===== src/design/serv_defs.svh =====
`ifndef SERV_DEFS_SVH
`define SERV_DEFS_SVH

// Data and index widths
`define SERV_XLEN     32
`define SERV_REG_W    5
`define SERV_CNT_W    5
`define SERV_SEL_W    4
`define SERV_SEL_ALL  4'b1111

`define SERV_RESET_PC 32'h0000_0000

// Major opcodes
`define SERV_OP_LUI    7'b0110111
`define SERV_OP_JAL    7'b1101111
`define SERV_OP_BRANCH 7'b1100011
`define SERV_OP_LOAD   7'b0000011
`define SERV_OP_STORE  7'b0100011
`define SERV_OP_OPIMM  7'b0010011
`define SERV_OP_OP     7'b0110011

// funct3 values
`define SERV_F3_ADD 3'b000
`define SERV_F3_XOR 3'b100
`define SERV_F3_OR  3'b110
`define SERV_F3_AND 3'b111
`define SERV_F3_BEQ 3'b000
`define SERV_F3_BNE 3'b001
`define SERV_F3_W   3'b010

`endif

===== src/design/serv_pkg.sv =====
`include "serv_defs.svh"

package serv_pkg;

   typedef logic [`SERV_XLEN-1:0]  word_t;
   typedef logic [`SERV_REG_W-1:0] reg_addr_t;
   typedef logic [`SERV_CNT_W-1:0] cnt_t;
   typedef logic [2:0]             funct3_t;

   typedef enum logic [2:0] {
      ALU_ADD,
      ALU_SUB,
      ALU_AND,
      ALU_OR,
      ALU_XOR,
      ALU_PASS
   } alu_op_e;

   // One instruction at a time walks through these
   typedef enum logic [2:0] {
      IDLE,
      FETCH,
      INIT,
      RUN,
      MEM
   } seq_state_e;

   typedef struct packed {
      word_t adr;
      logic  cyc;
   } ibus_req_t;

   typedef struct packed {
      word_t                 adr;
      word_t                 dat;
      logic [`SERV_SEL_W-1:0] sel;
      logic                  we;
      logic                  cyc;
   } dbus_req_t;

   typedef struct packed {
      word_t rdt;
      logic  ack;
   } bus_rsp_t;

endpackage


===== src/design/serv_top.sv =====
`timescale 1ns/1ps

module serv_top import serv_pkg::*; (
   input  logic      clk,
   input  logic      i_rst_n,
   output ibus_req_t o_ibus,
   input  bus_rsp_t  i_ibus_rsp,
   output dbus_req_t o_dbus,
   input  bus_rsp_t  i_dbus_rsp
);

   seq_state_e state;
   cnt_t       cnt;
   logic       cnt_en;
   logic       init;
   alu_op_e    alu_op;
   logic       imm;
   logic       op_b_imm;
   reg_addr_t  rd_addr;
   reg_addr_t  rs1_addr;
   reg_addr_t  rs2_addr;
   logic       rd_en;
   logic [1:0] rd_sel;
   logic       take_branch;
   logic       mem_we;
   logic       mem_req;
   logic       alu_eq;
   logic       alu_rd;
   logic       mem_rd;
   logic       rs1;
   logic       rs2;
   logic       rd;
   logic       op_b;
   logic       link;
   logic       fetch;
   logic       buf_rs1;
   logic       buf_imm;
   logic       buf_q;
   word_t      buf_word;

   assign fetch = (state == IDLE);
   assign link  = rd_sel[1];

   assign op_b = op_b_imm ? imm : rs2;

   // JAL link value is PC plus four, summed in the buffer register
   assign buf_rs1 = link ? o_ibus.adr[0] : rs1;
   assign buf_imm = link ? (cnt == 5'd2) : imm;

   assign rd = link      ? buf_q  :
               rd_sel[0] ? mem_rd :
                           alu_rd;

   serv_decode decode (
      .i_clk         (clk),
      .i_rst_n       (i_rst_n),
      .i_ibus_rsp    (i_ibus_rsp),
      .i_dbus_ack    (i_dbus_rsp.ack),
      .i_alu_eq      (alu_eq),
      .o_state       (state),
      .o_cnt         (cnt),
      .o_cnt_en      (cnt_en),
      .o_init        (init),
      .o_alu_op      (alu_op),
      .o_imm         (imm),
      .o_op_b_imm    (op_b_imm),
      .o_rd_addr     (rd_addr),
      .o_rs1_addr    (rs1_addr),
      .o_rs2_addr    (rs2_addr),
      .o_rd_en       (rd_en),
      .o_rd_sel      (rd_sel),
      .o_take_branch (take_branch),
      .o_mem_we      (mem_we),
      .o_mem_req     (mem_req)
   );

   serv_bufreg bufreg (
      .i_clk    (clk),
      .i_rst_n  (i_rst_n),
      .i_cnt_en (cnt_en),
      .i_clr    (init),
      .i_rs1    (buf_rs1),
      .i_imm    (buf_imm),
      .o_q      (buf_q),
      .o_word   (buf_word)
   );

   serv_ctrl ctrl (
      .i_clk      (clk),
      .i_rst_n    (i_rst_n),
      .i_cnt_en   (cnt_en),
      .i_cnt      (cnt),
      .i_imm      (imm),
      .i_jump     (take_branch),
      .i_fetch    (fetch),
      .i_ibus_ack (i_ibus_rsp.ack),
      .o_ibus     (o_ibus)
   );

   serv_alu alu (
      .i_clk    (clk),
      .i_rst_n  (i_rst_n),
      .i_cnt_en (cnt_en),
      .i_init   (init),
      .i_rs1    (rs1),
      .i_op_b   (op_b),
      .i_op     (alu_op),
      .o_rd     (alu_rd),
      .o_eq     (alu_eq)
   );

   serv_rf rf (
      .i_clk      (clk),
      .i_rst_n    (i_rst_n),
      .i_cnt_en   (cnt_en),
      .i_cnt      (cnt),
      .i_rs1_addr (rs1_addr),
      .i_rs2_addr (rs2_addr),
      .i_rd_addr  (rd_addr),
      .i_rd_en    (rd_en),
      .i_rd       (rd),
      .o_rs1      (rs1),
      .o_rs2      (rs2)
   );

   serv_mem_if mem_if (
      .i_clk      (clk),
      .i_rst_n    (i_rst_n),
      .i_cnt_en   (cnt_en),
      .i_req      (mem_req),
      .i_we       (mem_we),
      .i_adr      (buf_word),
      .i_rs2      (rs2),
      .i_dbus_rsp (i_dbus_rsp),
      .o_dbus     (o_dbus),
      .o_rd       (mem_rd)
   );

endmodule


===== src/design/serv_mem_if.sv =====
`timescale 1ns/1ps
`include "serv_defs.svh"

module serv_mem_if import serv_pkg::*; (
   input  logic      i_clk,
   input  logic      i_rst_n,
   input  logic      i_cnt_en,
   input  logic      i_req,
   input  logic      i_we,
   input  word_t     i_adr,
   input  logic      i_rs2,
   input  bus_rsp_t  i_dbus_rsp,
   output dbus_req_t o_dbus,
   output logic      o_rd
);

   word_t dat_q;
   logic  cyc_q;

   always_ff @(posedge i_clk or negedge i_rst_n) begin
      if (!i_rst_n) begin
         cyc_q <= 1'b0;
      end else if (i_dbus_rsp.ack) begin
         cyc_q <= 1'b0;
      end else if (i_req) begin
         cyc_q <= 1'b1;
      end
   end

   // Store data shifts in during the first run, load data out during the second
   always_ff @(posedge i_clk) begin
      if (cyc_q && i_dbus_rsp.ack && !i_we) begin
         dat_q <= i_dbus_rsp.rdt;
      end else if (i_cnt_en) begin
         dat_q <= {i_rs2, dat_q[31:1]};
      end
   end

   assign o_dbus.adr = i_adr;
   assign o_dbus.dat = dat_q;
   assign o_dbus.sel = `SERV_SEL_ALL;
   assign o_dbus.we  = i_we;
   assign o_dbus.cyc = cyc_q;
   assign o_rd       = dat_q[0];

   a_dbus_hold: assert property (@(posedge i_clk) disable iff (!i_rst_n)
      (o_dbus.cyc && !i_dbus_rsp.ack) |=>
         (o_dbus.cyc && $stable(o_dbus.adr) && $stable(o_dbus.dat)));

endmodule


===== src/design/serv_rf.sv =====
`timescale 1ns/1ps

module serv_rf import serv_pkg::*; (
   input  logic      i_clk,
   input  logic      i_rst_n,
   input  logic      i_cnt_en,
   input  cnt_t      i_cnt,
   input  reg_addr_t i_rs1_addr,
   input  reg_addr_t i_rs2_addr,
   input  reg_addr_t i_rd_addr,
   input  logic      i_rd_en,
   input  logic      i_rd,
   output logic      o_rs1,
   output logic      o_rs2
);

   word_t regs [0:31];

   always_ff @(posedge i_clk) begin
      if (i_cnt_en && i_rd_en && (i_rd_addr != '0)) begin
         regs[i_rd_addr][i_cnt] <= i_rd;
      end
   end

   assign o_rs1 = (i_rs1_addr == '0) ? 1'b0 : regs[i_rs1_addr][i_cnt];
   assign o_rs2 = (i_rs2_addr == '0) ? 1'b0 : regs[i_rs2_addr][i_cnt];

endmodule


===== src/design/serv_alu.sv =====
`timescale 1ns/1ps

module serv_alu import serv_pkg::*; (
   input  logic    i_clk,
   input  logic    i_rst_n,
   input  logic    i_cnt_en,
   input  logic    i_init,
   input  logic    i_rs1,
   input  logic    i_op_b,
   input  alu_op_e i_op,
   output logic    o_rd,
   output logic    o_eq
);

   logic carry;
   logic ne_q;
   logic b;
   logic sum;

   // Subtraction adds the inverted operand plus one
   assign b   = (i_op == ALU_SUB) ? ~i_op_b : i_op_b;
   assign sum = i_rs1 ^ b ^ carry;

   always_comb begin
      case (i_op)
         ALU_AND:  o_rd = i_rs1 & i_op_b;
         ALU_OR:   o_rd = i_rs1 | i_op_b;
         ALU_XOR:  o_rd = i_rs1 ^ i_op_b;
         ALU_PASS: o_rd = i_op_b;
         default:  o_rd = sum;
      endcase
   end

   always_ff @(posedge i_clk or negedge i_rst_n) begin
      if (!i_rst_n) begin
         carry <= 1'b0;
         ne_q  <= 1'b0;
      end else if (i_init) begin
         carry <= (i_op == ALU_SUB);
         ne_q  <= 1'b0;
      end else if (i_cnt_en) begin
         carry <= (i_rs1 & b) | (i_rs1 & carry) | (b & carry);
         // Any differing bit sticks
         ne_q  <= ne_q | (i_rs1 ^ i_op_b);
      end
   end

   assign o_eq = ~ne_q;

endmodule


===== src/design/serv_ctrl.sv =====
`timescale 1ns/1ps
`include "serv_defs.svh"

module serv_ctrl import serv_pkg::*; (
   input  logic      i_clk,
   input  logic      i_rst_n,
   input  logic      i_cnt_en,
   input  cnt_t      i_cnt,
   input  logic      i_imm,
   input  logic      i_jump,
   input  logic      i_fetch,
   input  logic      i_ibus_ack,
   output ibus_req_t o_ibus
);

   word_t pc;
   word_t tgt;
   logic  pc_en;
   logic  c_inc;
   logic  c_tgt;
   logic  cyc_q;
   logic  inc_bit;
   logic  sum_inc;
   logic  sum_tgt;

   // Serial constant four
   assign inc_bit = (i_cnt == 5'd2);
   assign sum_inc = pc[0] ^ inc_bit ^ c_inc;
   assign sum_tgt = pc[0] ^ i_imm ^ c_tgt;

   always_ff @(posedge i_clk or negedge i_rst_n) begin
      if (!i_rst_n) begin
         pc    <= `SERV_RESET_PC;
         pc_en <= 1'b0;
         c_inc <= 1'b0;
         c_tgt <= 1'b0;
         cyc_q <= 1'b0;
      end else begin
         if (i_fetch) begin
            pc_en <= 1'b1;
            c_inc <= 1'b0;
            c_tgt <= 1'b0;
            if (i_jump) begin
               pc <= tgt;
            end
         end else if (pc_en && i_cnt_en) begin
            pc    <= {sum_inc, pc[31:1]};
            c_inc <= (pc[0] & inc_bit) | (pc[0] & c_inc) | (inc_bit & c_inc);
            c_tgt <= (pc[0] & i_imm) | (pc[0] & c_tgt) | (i_imm & c_tgt);
            // Only the first run of an instruction moves the PC
            if (i_cnt == 5'd31) begin
               pc_en <= 1'b0;
            end
         end
         if (i_ibus_ack) begin
            cyc_q <= 1'b0;
         end else if (i_fetch) begin
            cyc_q <= 1'b1;
         end
      end
   end

   always_ff @(posedge i_clk) begin
      if (pc_en && i_cnt_en) begin
         tgt <= {sum_tgt, tgt[31:1]};
      end
   end

   assign o_ibus.adr = pc;
   assign o_ibus.cyc = cyc_q;

   a_ibus_hold: assert property (@(posedge i_clk) disable iff (!i_rst_n)
      (o_ibus.cyc && !i_ibus_ack) |=> (o_ibus.cyc && $stable(o_ibus.adr)));

endmodule


===== src/design/serv_bufreg.sv =====
`timescale 1ns/1ps

module serv_bufreg import serv_pkg::*; (
   input  logic  i_clk,
   input  logic  i_rst_n,
   input  logic  i_cnt_en,
   input  logic  i_clr,
   input  logic  i_rs1,
   input  logic  i_imm,
   output logic  o_q,
   output word_t o_word
);

   word_t data;
   logic  carry;
   logic  sum;

   assign sum = i_rs1 ^ i_imm ^ carry;

   always_ff @(posedge i_clk or negedge i_rst_n) begin
      if (!i_rst_n) begin
         carry <= 1'b0;
      end else if (i_clr) begin
         carry <= 1'b0;
      end else if (i_cnt_en) begin
         carry <= (i_rs1 & i_imm) | (i_rs1 & carry) | (i_imm & carry);
      end
   end

   // Sum enters at the top, full word after 32 bits
   always_ff @(posedge i_clk) begin
      if (i_cnt_en) begin
         data <= {sum, data[31:1]};
      end
   end

   assign o_q    = sum;
   assign o_word = data;

endmodule


===== src/design/serv_decode.sv =====
`timescale 1ns/1ps
`include "serv_defs.svh"

module serv_decode import serv_pkg::*; (
   input  logic        i_clk,
   input  logic        i_rst_n,
   input  bus_rsp_t    i_ibus_rsp,
   input  logic        i_dbus_ack,
   input  logic        i_alu_eq,
   output seq_state_e  o_state,
   output cnt_t        o_cnt,
   output logic        o_cnt_en,
   output logic        o_init,
   output alu_op_e     o_alu_op,
   output logic        o_imm,
   output logic        o_op_b_imm,
   output reg_addr_t   o_rd_addr,
   output reg_addr_t   o_rs1_addr,
   output reg_addr_t   o_rs2_addr,
   output logic        o_rd_en,
   output logic [1:0]  o_rd_sel,
   output logic        o_take_branch,
   output logic        o_mem_we,
   output logic        o_mem_req
);

   seq_state_e state;
   cnt_t       cnt;
   word_t      ir;
   word_t      imm_q;
   word_t      imm_word;
   logic       second_q;
   logic [6:0] opcode;
   funct3_t    funct3;
   logic       is_lui;
   logic       is_jal;
   logic       is_branch;
   logic       is_load;
   logic       is_store;
   logic       is_opimm;
   logic       is_op;
   logic       is_mem;
   logic       alu_f3_ok;
   logic       op_ok;
   logic       wr_rd;
   logic       run_last;

   assign opcode    = ir[6:0];
   assign funct3    = ir[14:12];
   assign is_lui    = (opcode == `SERV_OP_LUI);
   assign is_jal    = (opcode == `SERV_OP_JAL);
   assign is_branch = (opcode == `SERV_OP_BRANCH);
   assign is_load   = (opcode == `SERV_OP_LOAD) && (funct3 == `SERV_F3_W);
   assign is_store  = (opcode == `SERV_OP_STORE) && (funct3 == `SERV_F3_W);
   assign is_opimm  = (opcode == `SERV_OP_OPIMM);
   assign is_op     = (opcode == `SERV_OP_OP);
   assign is_mem    = is_load || is_store;

   assign alu_f3_ok = (funct3 == `SERV_F3_ADD) || (funct3 == `SERV_F3_XOR) ||
                      (funct3 == `SERV_F3_OR)  || (funct3 == `SERV_F3_AND);
   // Only SUB may set funct7 bit 5
   assign op_ok = (ir[31:25] == 7'b0000000) ||
                  ((ir[31:25] == 7'b0100000) && (funct3 == `SERV_F3_ADD));
   assign wr_rd = (is_opimm && alu_f3_ok) || (is_op && alu_f3_ok && op_ok) ||
                  is_lui || is_jal;

   assign run_last = (state == RUN) && (cnt == 5'd31);

   always_comb begin
      case (opcode)
         `SERV_OP_STORE:  imm_word = {{20{ir[31]}}, ir[31:25], ir[11:7]};
         `SERV_OP_BRANCH: imm_word = {{19{ir[31]}}, ir[31], ir[7], ir[30:25], ir[11:8], 1'b0};
         `SERV_OP_LUI:    imm_word = {ir[31:12], 12'b0};
         `SERV_OP_JAL:    imm_word = {{11{ir[31]}}, ir[31], ir[19:12], ir[20], ir[30:21], 1'b0};
         default:         imm_word = {{20{ir[31]}}, ir[31:20]};
      endcase
   end

   always_comb begin
      if (is_lui) begin
         o_alu_op = ALU_PASS;
      end else if (is_branch) begin
         o_alu_op = ALU_SUB;
      end else begin
         case (funct3)
            `SERV_F3_XOR: o_alu_op = ALU_XOR;
            `SERV_F3_OR:  o_alu_op = ALU_OR;
            `SERV_F3_AND: o_alu_op = ALU_AND;
            default:      o_alu_op = (is_op && ir[30]) ? ALU_SUB : ALU_ADD;
         endcase
      end
   end

   always_ff @(posedge i_clk or negedge i_rst_n) begin
      if (!i_rst_n) begin
         state    <= IDLE;
         cnt      <= '0;
         ir       <= '0;
         second_q <= 1'b0;
      end else begin
         case (state)
            IDLE:  state <= FETCH;
            FETCH: begin
               if (i_ibus_rsp.ack) begin
                  ir    <= i_ibus_rsp.rdt;
                  state <= INIT;
               end
            end
            INIT:  state <= RUN;
            RUN: begin
               cnt <= cnt + 5'd1;
               if (run_last) begin
                  if (is_mem && !second_q) begin
                     state    <= MEM;
                     second_q <= 1'b1;
                  end else begin
                     state    <= IDLE;
                     second_q <= 1'b0;
                  end
               end
            end
            MEM: begin
               if (i_dbus_ack) begin
                  state <= RUN;
               end
            end
            default: state <= IDLE;
         endcase
      end
   end

   // Immediate leaves LSB first
   always_ff @(posedge i_clk) begin
      if (state == INIT) begin
         imm_q <= imm_word;
      end else if (o_cnt_en) begin
         imm_q <= {1'b0, imm_q[31:1]};
      end
   end

   assign o_state    = state;
   assign o_cnt      = cnt;
   assign o_cnt_en   = (state == RUN);
   assign o_init     = (state == INIT);
   assign o_imm      = imm_q[0];
   assign o_op_b_imm = is_opimm || is_lui;
   assign o_rd_addr  = ir[11:7];
   assign o_rs1_addr = ir[19:15];
   assign o_rs2_addr = ir[24:20];
   // Loads write back in the run after the bus access
   assign o_rd_en    = o_cnt_en && ((wr_rd && !second_q) || (is_load && second_q));
   assign o_rd_sel   = {is_jal, is_load};
   assign o_mem_we   = is_store;
   assign o_mem_req  = run_last && is_mem && !second_q;

   // Equality flag is complete once the run is over
   assign o_take_branch = is_jal ||
                          (is_branch && (((funct3 == `SERV_F3_BEQ) && i_alu_eq) ||
                                         ((funct3 == `SERV_F3_BNE) && !i_alu_eq)));

   a_cnt_parked: assert property (@(posedge i_clk) disable iff (!i_rst_n)
      (state != RUN) |-> (cnt == '0));

endmodule


===== config.mk =====
export PLATFORM = sky130hd
export DESIGN_NAME = serv_top
export DESIGN_NICKNAME = d
export VERILOG_FILES = /design/src/design/serv_pkg.sv /design/src/design/serv_top.sv /design/src/design/serv_mem_if.sv /design/src/design/serv_rf.sv /design/src/design/serv_alu.sv /design/src/design/serv_ctrl.sv /design/src/design/serv_bufreg.sv /design/src/design/serv_decode.sv
export VERILOG_INCLUDE_DIRS = /design/src /design/src/design
export SDC_FILE = /design/constraint.sdc
export NUM_CORES = 2
export LEC_CHECK = 0
export BUFFER_PORTS_ARGS = -buffer_cell sky130_fd_sc_hd__buf_4
export CAP_MARGIN = 20
export CORE_UTILIZATION = 30
export CTS_BUF_LIST = sky130_fd_sc_hd__clkbuf_8
export DETAILED_ROUTE_END_ITERATION = 10
export MAX_ROUTING_LAYER = met4
export PLACE_DENSITY_LB_ADDON = 0.1
export SYNTH_ARGS = -nofsm -noshare
export SYNTH_HDL_FRONTEND = slang
export SYNTH_SLANG_ARGS = --single-unit
export TNS_END_PERCENT = 1

===== constraint.sdc =====
create_clock -name clk -period 50.2 [get_ports clk]
set_clock_uncertainty 0.05 [all_clocks]
set_input_delay 5.02 -clock clk [delete_from_list [all_inputs] [get_ports clk]]
set_output_delay 5.02 -clock clk [all_outputs]
set_load 0.005 [all_outputs]

==> results.sh <==
export IMPL_place_inst=6967
export IMPL_ir_worst_vdd_mv=0.278
export IMPL_grt_pass1_wl_um=328000
export IMPL_synth_avg_cell_area_um2=14.0
export IMPL_hold_start="ctrl.tgt[2]"
export IMPL_max_freq_mhz=87.5
export IMPL_seq_area_frac_synth_pct=59.8
export IMPL_cts_root_buf="clkbuf_8"
export IMPL_path_cells="buf_4 > buf_4 > mux4_2 > and2_1 > a211oi_1 > nor4_1 > o21ai_0 > buf_4 > nand4_1 > nor4_2 > a21oi_1 > mux2i_1 > ha_1 > o22ai_1 > mux2_2 > o311a_1 > o31a_1 > mux2i_4 > buf_4 > buf_12 > buf_4 > buf_12"
export IMPL_fin_crit_ns=11.43
export IMPL_cts_resized=0
export IMPL_core_mm2=0.203
export IMPL_drive_gt1_share_pct=25.5
export IMPL_drtIter0Drc=4393
export IMPL_hpwl_um=133000
export IMPL_numClockSinks=1233
export IMPL_synth_top_area_cell="edfxtp_1"
export IMPL_final_hold_viol_count=0
export IMPL_clk_path_buf_depth=3
export IMPL_gr_total_overflow=0
export IMPL_finalMaxSlewViolations=0
export IMPL_die_h_um=454
export IMPL_antenna_found_initial=11
export IMPL_rsz0062_at_grt="no"
export IMPL_tightest_slew_ns=1.41
export IMPL_r2r_end="rf.regs[27][22]"
export IMPL_die_w_um=454
export IMPL_synth_most_common_cell="edfxtp_1"
export IMPL_ant_nets=0
export IMPL_cpMostUsedCell="buf_4"
export IMPL_grt_max_degree=233
export IMPL_pin_count=171
export IMPL_synthTopCellsByCount="edfxtp_1 (1152), nor2_1 (1054), mux4_2 (451)"
export IMPL_fin_ws_ns=38.77
export IMPL_cts_hold_buf=0
export IMPL_routed_wl_um=237000
export IMPL_wl_per_cell_um=32.1
export IMPL_h_tree_depth=4
export IMPL_hold_depth=0
export IMPL_yosysTopAreaCellShare_pct=56.5
export IMPL_grt_pass1_vias=40500
export IMPL_critPathArrivalTime_ns=12.01
export IMPL_drv_cap=0
export IMPL_fin_crit_sh_pct=22.8
export IMPL_critPathRequiredTime_ns=50.78
export IMPL_first_pass_iters=6
export IMPL_p_leak_nw=22.3
export IMPL_syn_inst=4385
export IMPL_postCtsSetupBuffers=0
export IMPL_yosys_cell_types_count=71
export IMPL_timing_rr_start="decode.ir[20]"
export IMPL_async_reset_ff_share_pct=6.57
export IMPL_die_area_mm2=0.206
export IMPL_clock_latency_ns=1.04
export IMPL_vias_per_cell=5.50
export IMPL_synthTopCellsByArea="edfxtp_1 (56%), mux4_2 (17%), nor2_1 (6.5%)"
export IMPL_synth_seq_cells=1233
export IMPL_worst_path_max_fanout=232
export IMPL_hold_class="flip-flop to flip-flop"
export IMPL_critPathLaunchType="flip-flop"
export IMPL_grt_usage_pct=23.5
export IMPL_synth_edf_count=1152
export IMPL_syn_cell_area_mm2=0.0613
export IMPL_cts_inserted_buffers=225
export IMPL_slew_limit_headroom_pct=5.93
export IMPL_whs_ns=0.395
export IMPL_tns_ns=0
export IMPL_pre_cts_slack_ns=39.17
export IMPL_cts_tree="built"
export IMPL_yosysWarnings=0
export IMPL_holdPathEnd="ctrl.tgt[1]"
export IMPL_vias=40700
export IMPL_r2r_cells=22
export IMPL_clkTransAtPathRegs_ns=0.07
export IMPL_r2r_slack_ns=38.77
export IMPL_drcViolationCount=0
export IMPL_max_stage_delay_ns=0.95
export IMPL_ys_flop_type="edfxtp_1"
export IMPL_crit_slowest_cell="nor4_2"
export IMPL_finalSetupViolCount=0
export IMPL_globalplace_congestion=0.796
export IMPL_syn2layout_area_growth_pct=14.6
export IMPL_outcome="completed"
export IMPL_nNetsFinal=4613
export IMPL_num_rows=165
export IMPL_worstSetupEndpointType="flip-flop"
export IMPL_initial_core_util_pct=30.2
export IMPL_final_cells=7395
export IMPL_finish_utilization_pct=34.6
export IMPL_crit_type="flip-flop to flip-flop"
export IMPL_port_buffers=166
export IMPL_p_per_area_mw_per_mm2=84.6
## area by class of cell
class,count,area (µm²)
Tap cell,2672,3340
Clock inverter,179,1060
Multi-Input combinational cell,2727,22800
Clock buffer,234,3220
Inverter,19,75.1
Timing Repair Buffer,328,3020
Fill cell,19800,132000
Sequential cell,1233,36600
Antenna cell,3,7.51
## flip-flops by register name, indices dropped and copies added, names as in the netlist, 3 cells and up
name	cells
ctrl.tgt	32
decode.o_cnt	5
decode.o_state	3
rf.regs	1024
mem_if.dat_q	32
decode.ir	32
ctrl.pc	32
bufreg.o_word	32
decode.imm_q	32
## per-stage QoR
step | cell area [µm²] | power [W]
6_report | 70200 | 0.00593
3_3_place_gp | 65200 | 0.00502
4_1_cts | 69900 | 0.00598
2_1_floorplan | 61400 | 0.00329
3_5_place_dp | 65600 | 0.00502
5_1_grt | 70200 | 0.00619
## critical path: cells and delay by family (launching register included)
kind                       cells  cell delay, ns
AOI/OAI and AO/OA              6            1.93
adders and majority gates      1            0.19
buffers and inverters          7            4.55
DFF                            1            0.74
muxes                          4            1.23
and+or+nand+nor                4            1.57
## routing by layer
layer	track usage (%)	routed length [µm]	vias up
met5	-	0	-
met4	7.03	6730	0
met3	3.44	14000	346
met2	37.0	112000	1478
met1	31.2	104000	21900
li1	-	-	17000
## cells in the final DEF, fill, tap and decap left out, types with 19 or more instances in the layout
master / instances
dfrtp_1: 71
nand3_1: 33
conb_1: 36
o22ai_1: 21
nor2_1: 1051
inv_1: 83
buf_4: 296
buf_16: 23
clkinv_1: 61
clkinv_2: 28
mux4_2: 451
a221oi_1: 24
clkbuf_8: 234
nand2_1: 218
nand2_2: 31
a22oi_1: 101
a22o_1: 19
mux2_2: 72
a21oi_1: 72
mux2i_1: 250
edfxtp_1: 1152
o21ai_0: 103
## kinds of logic (layout without fill, tap and decap cells)
logic type                 count (synthesis)  count (layout)  share of synthesized area (%)
adders and majority gates                 11              11                          0.274
DFF                                     1233            1233                           59.8
and+or+nand+nor                         1458            1458                           9.50
other                                      2              39                         0.0123
xor gates and xnor gates                   4               4                         0.0572
buffers and inverters                    459             760                           3.50
muxes                                    774             774                           22.0
AOI/OAI and AO/OA                        444             444                           4.86
## how the worst max path moves through the flow
stage                        startpoint         endpoint  slack (ns)  depth (start not counted)
after floorplan           decode.ir[16]    rf.regs[0][0]       11.94                         18
after global placement    decode.ir[20]   rf.regs[12][4]       39.16                         22
after detailed placement  decode.ir[20]  rf.regs[18][22]       39.17                         22
after CTS                 decode.ir[20]  rf.regs[18][22]       39.05                         22
after global routing      decode.ir[20]  rf.regs[19][20]       38.44                         22
final                     decode.ir[20]  rf.regs[27][22]       38.77                         22
## report_power, final
group          switching (W)  internal, W  total [W]  leakage, nW
combinational        0.00190     0.000691    0.00259         8.23
sequential          0.000114      0.00229    0.00241         11.6
clock               0.000469     0.000472   0.000940         2.46
total                0.00248      0.00345    0.00593         22.3
Note: power is estimated with default switching activity, not from simulation.
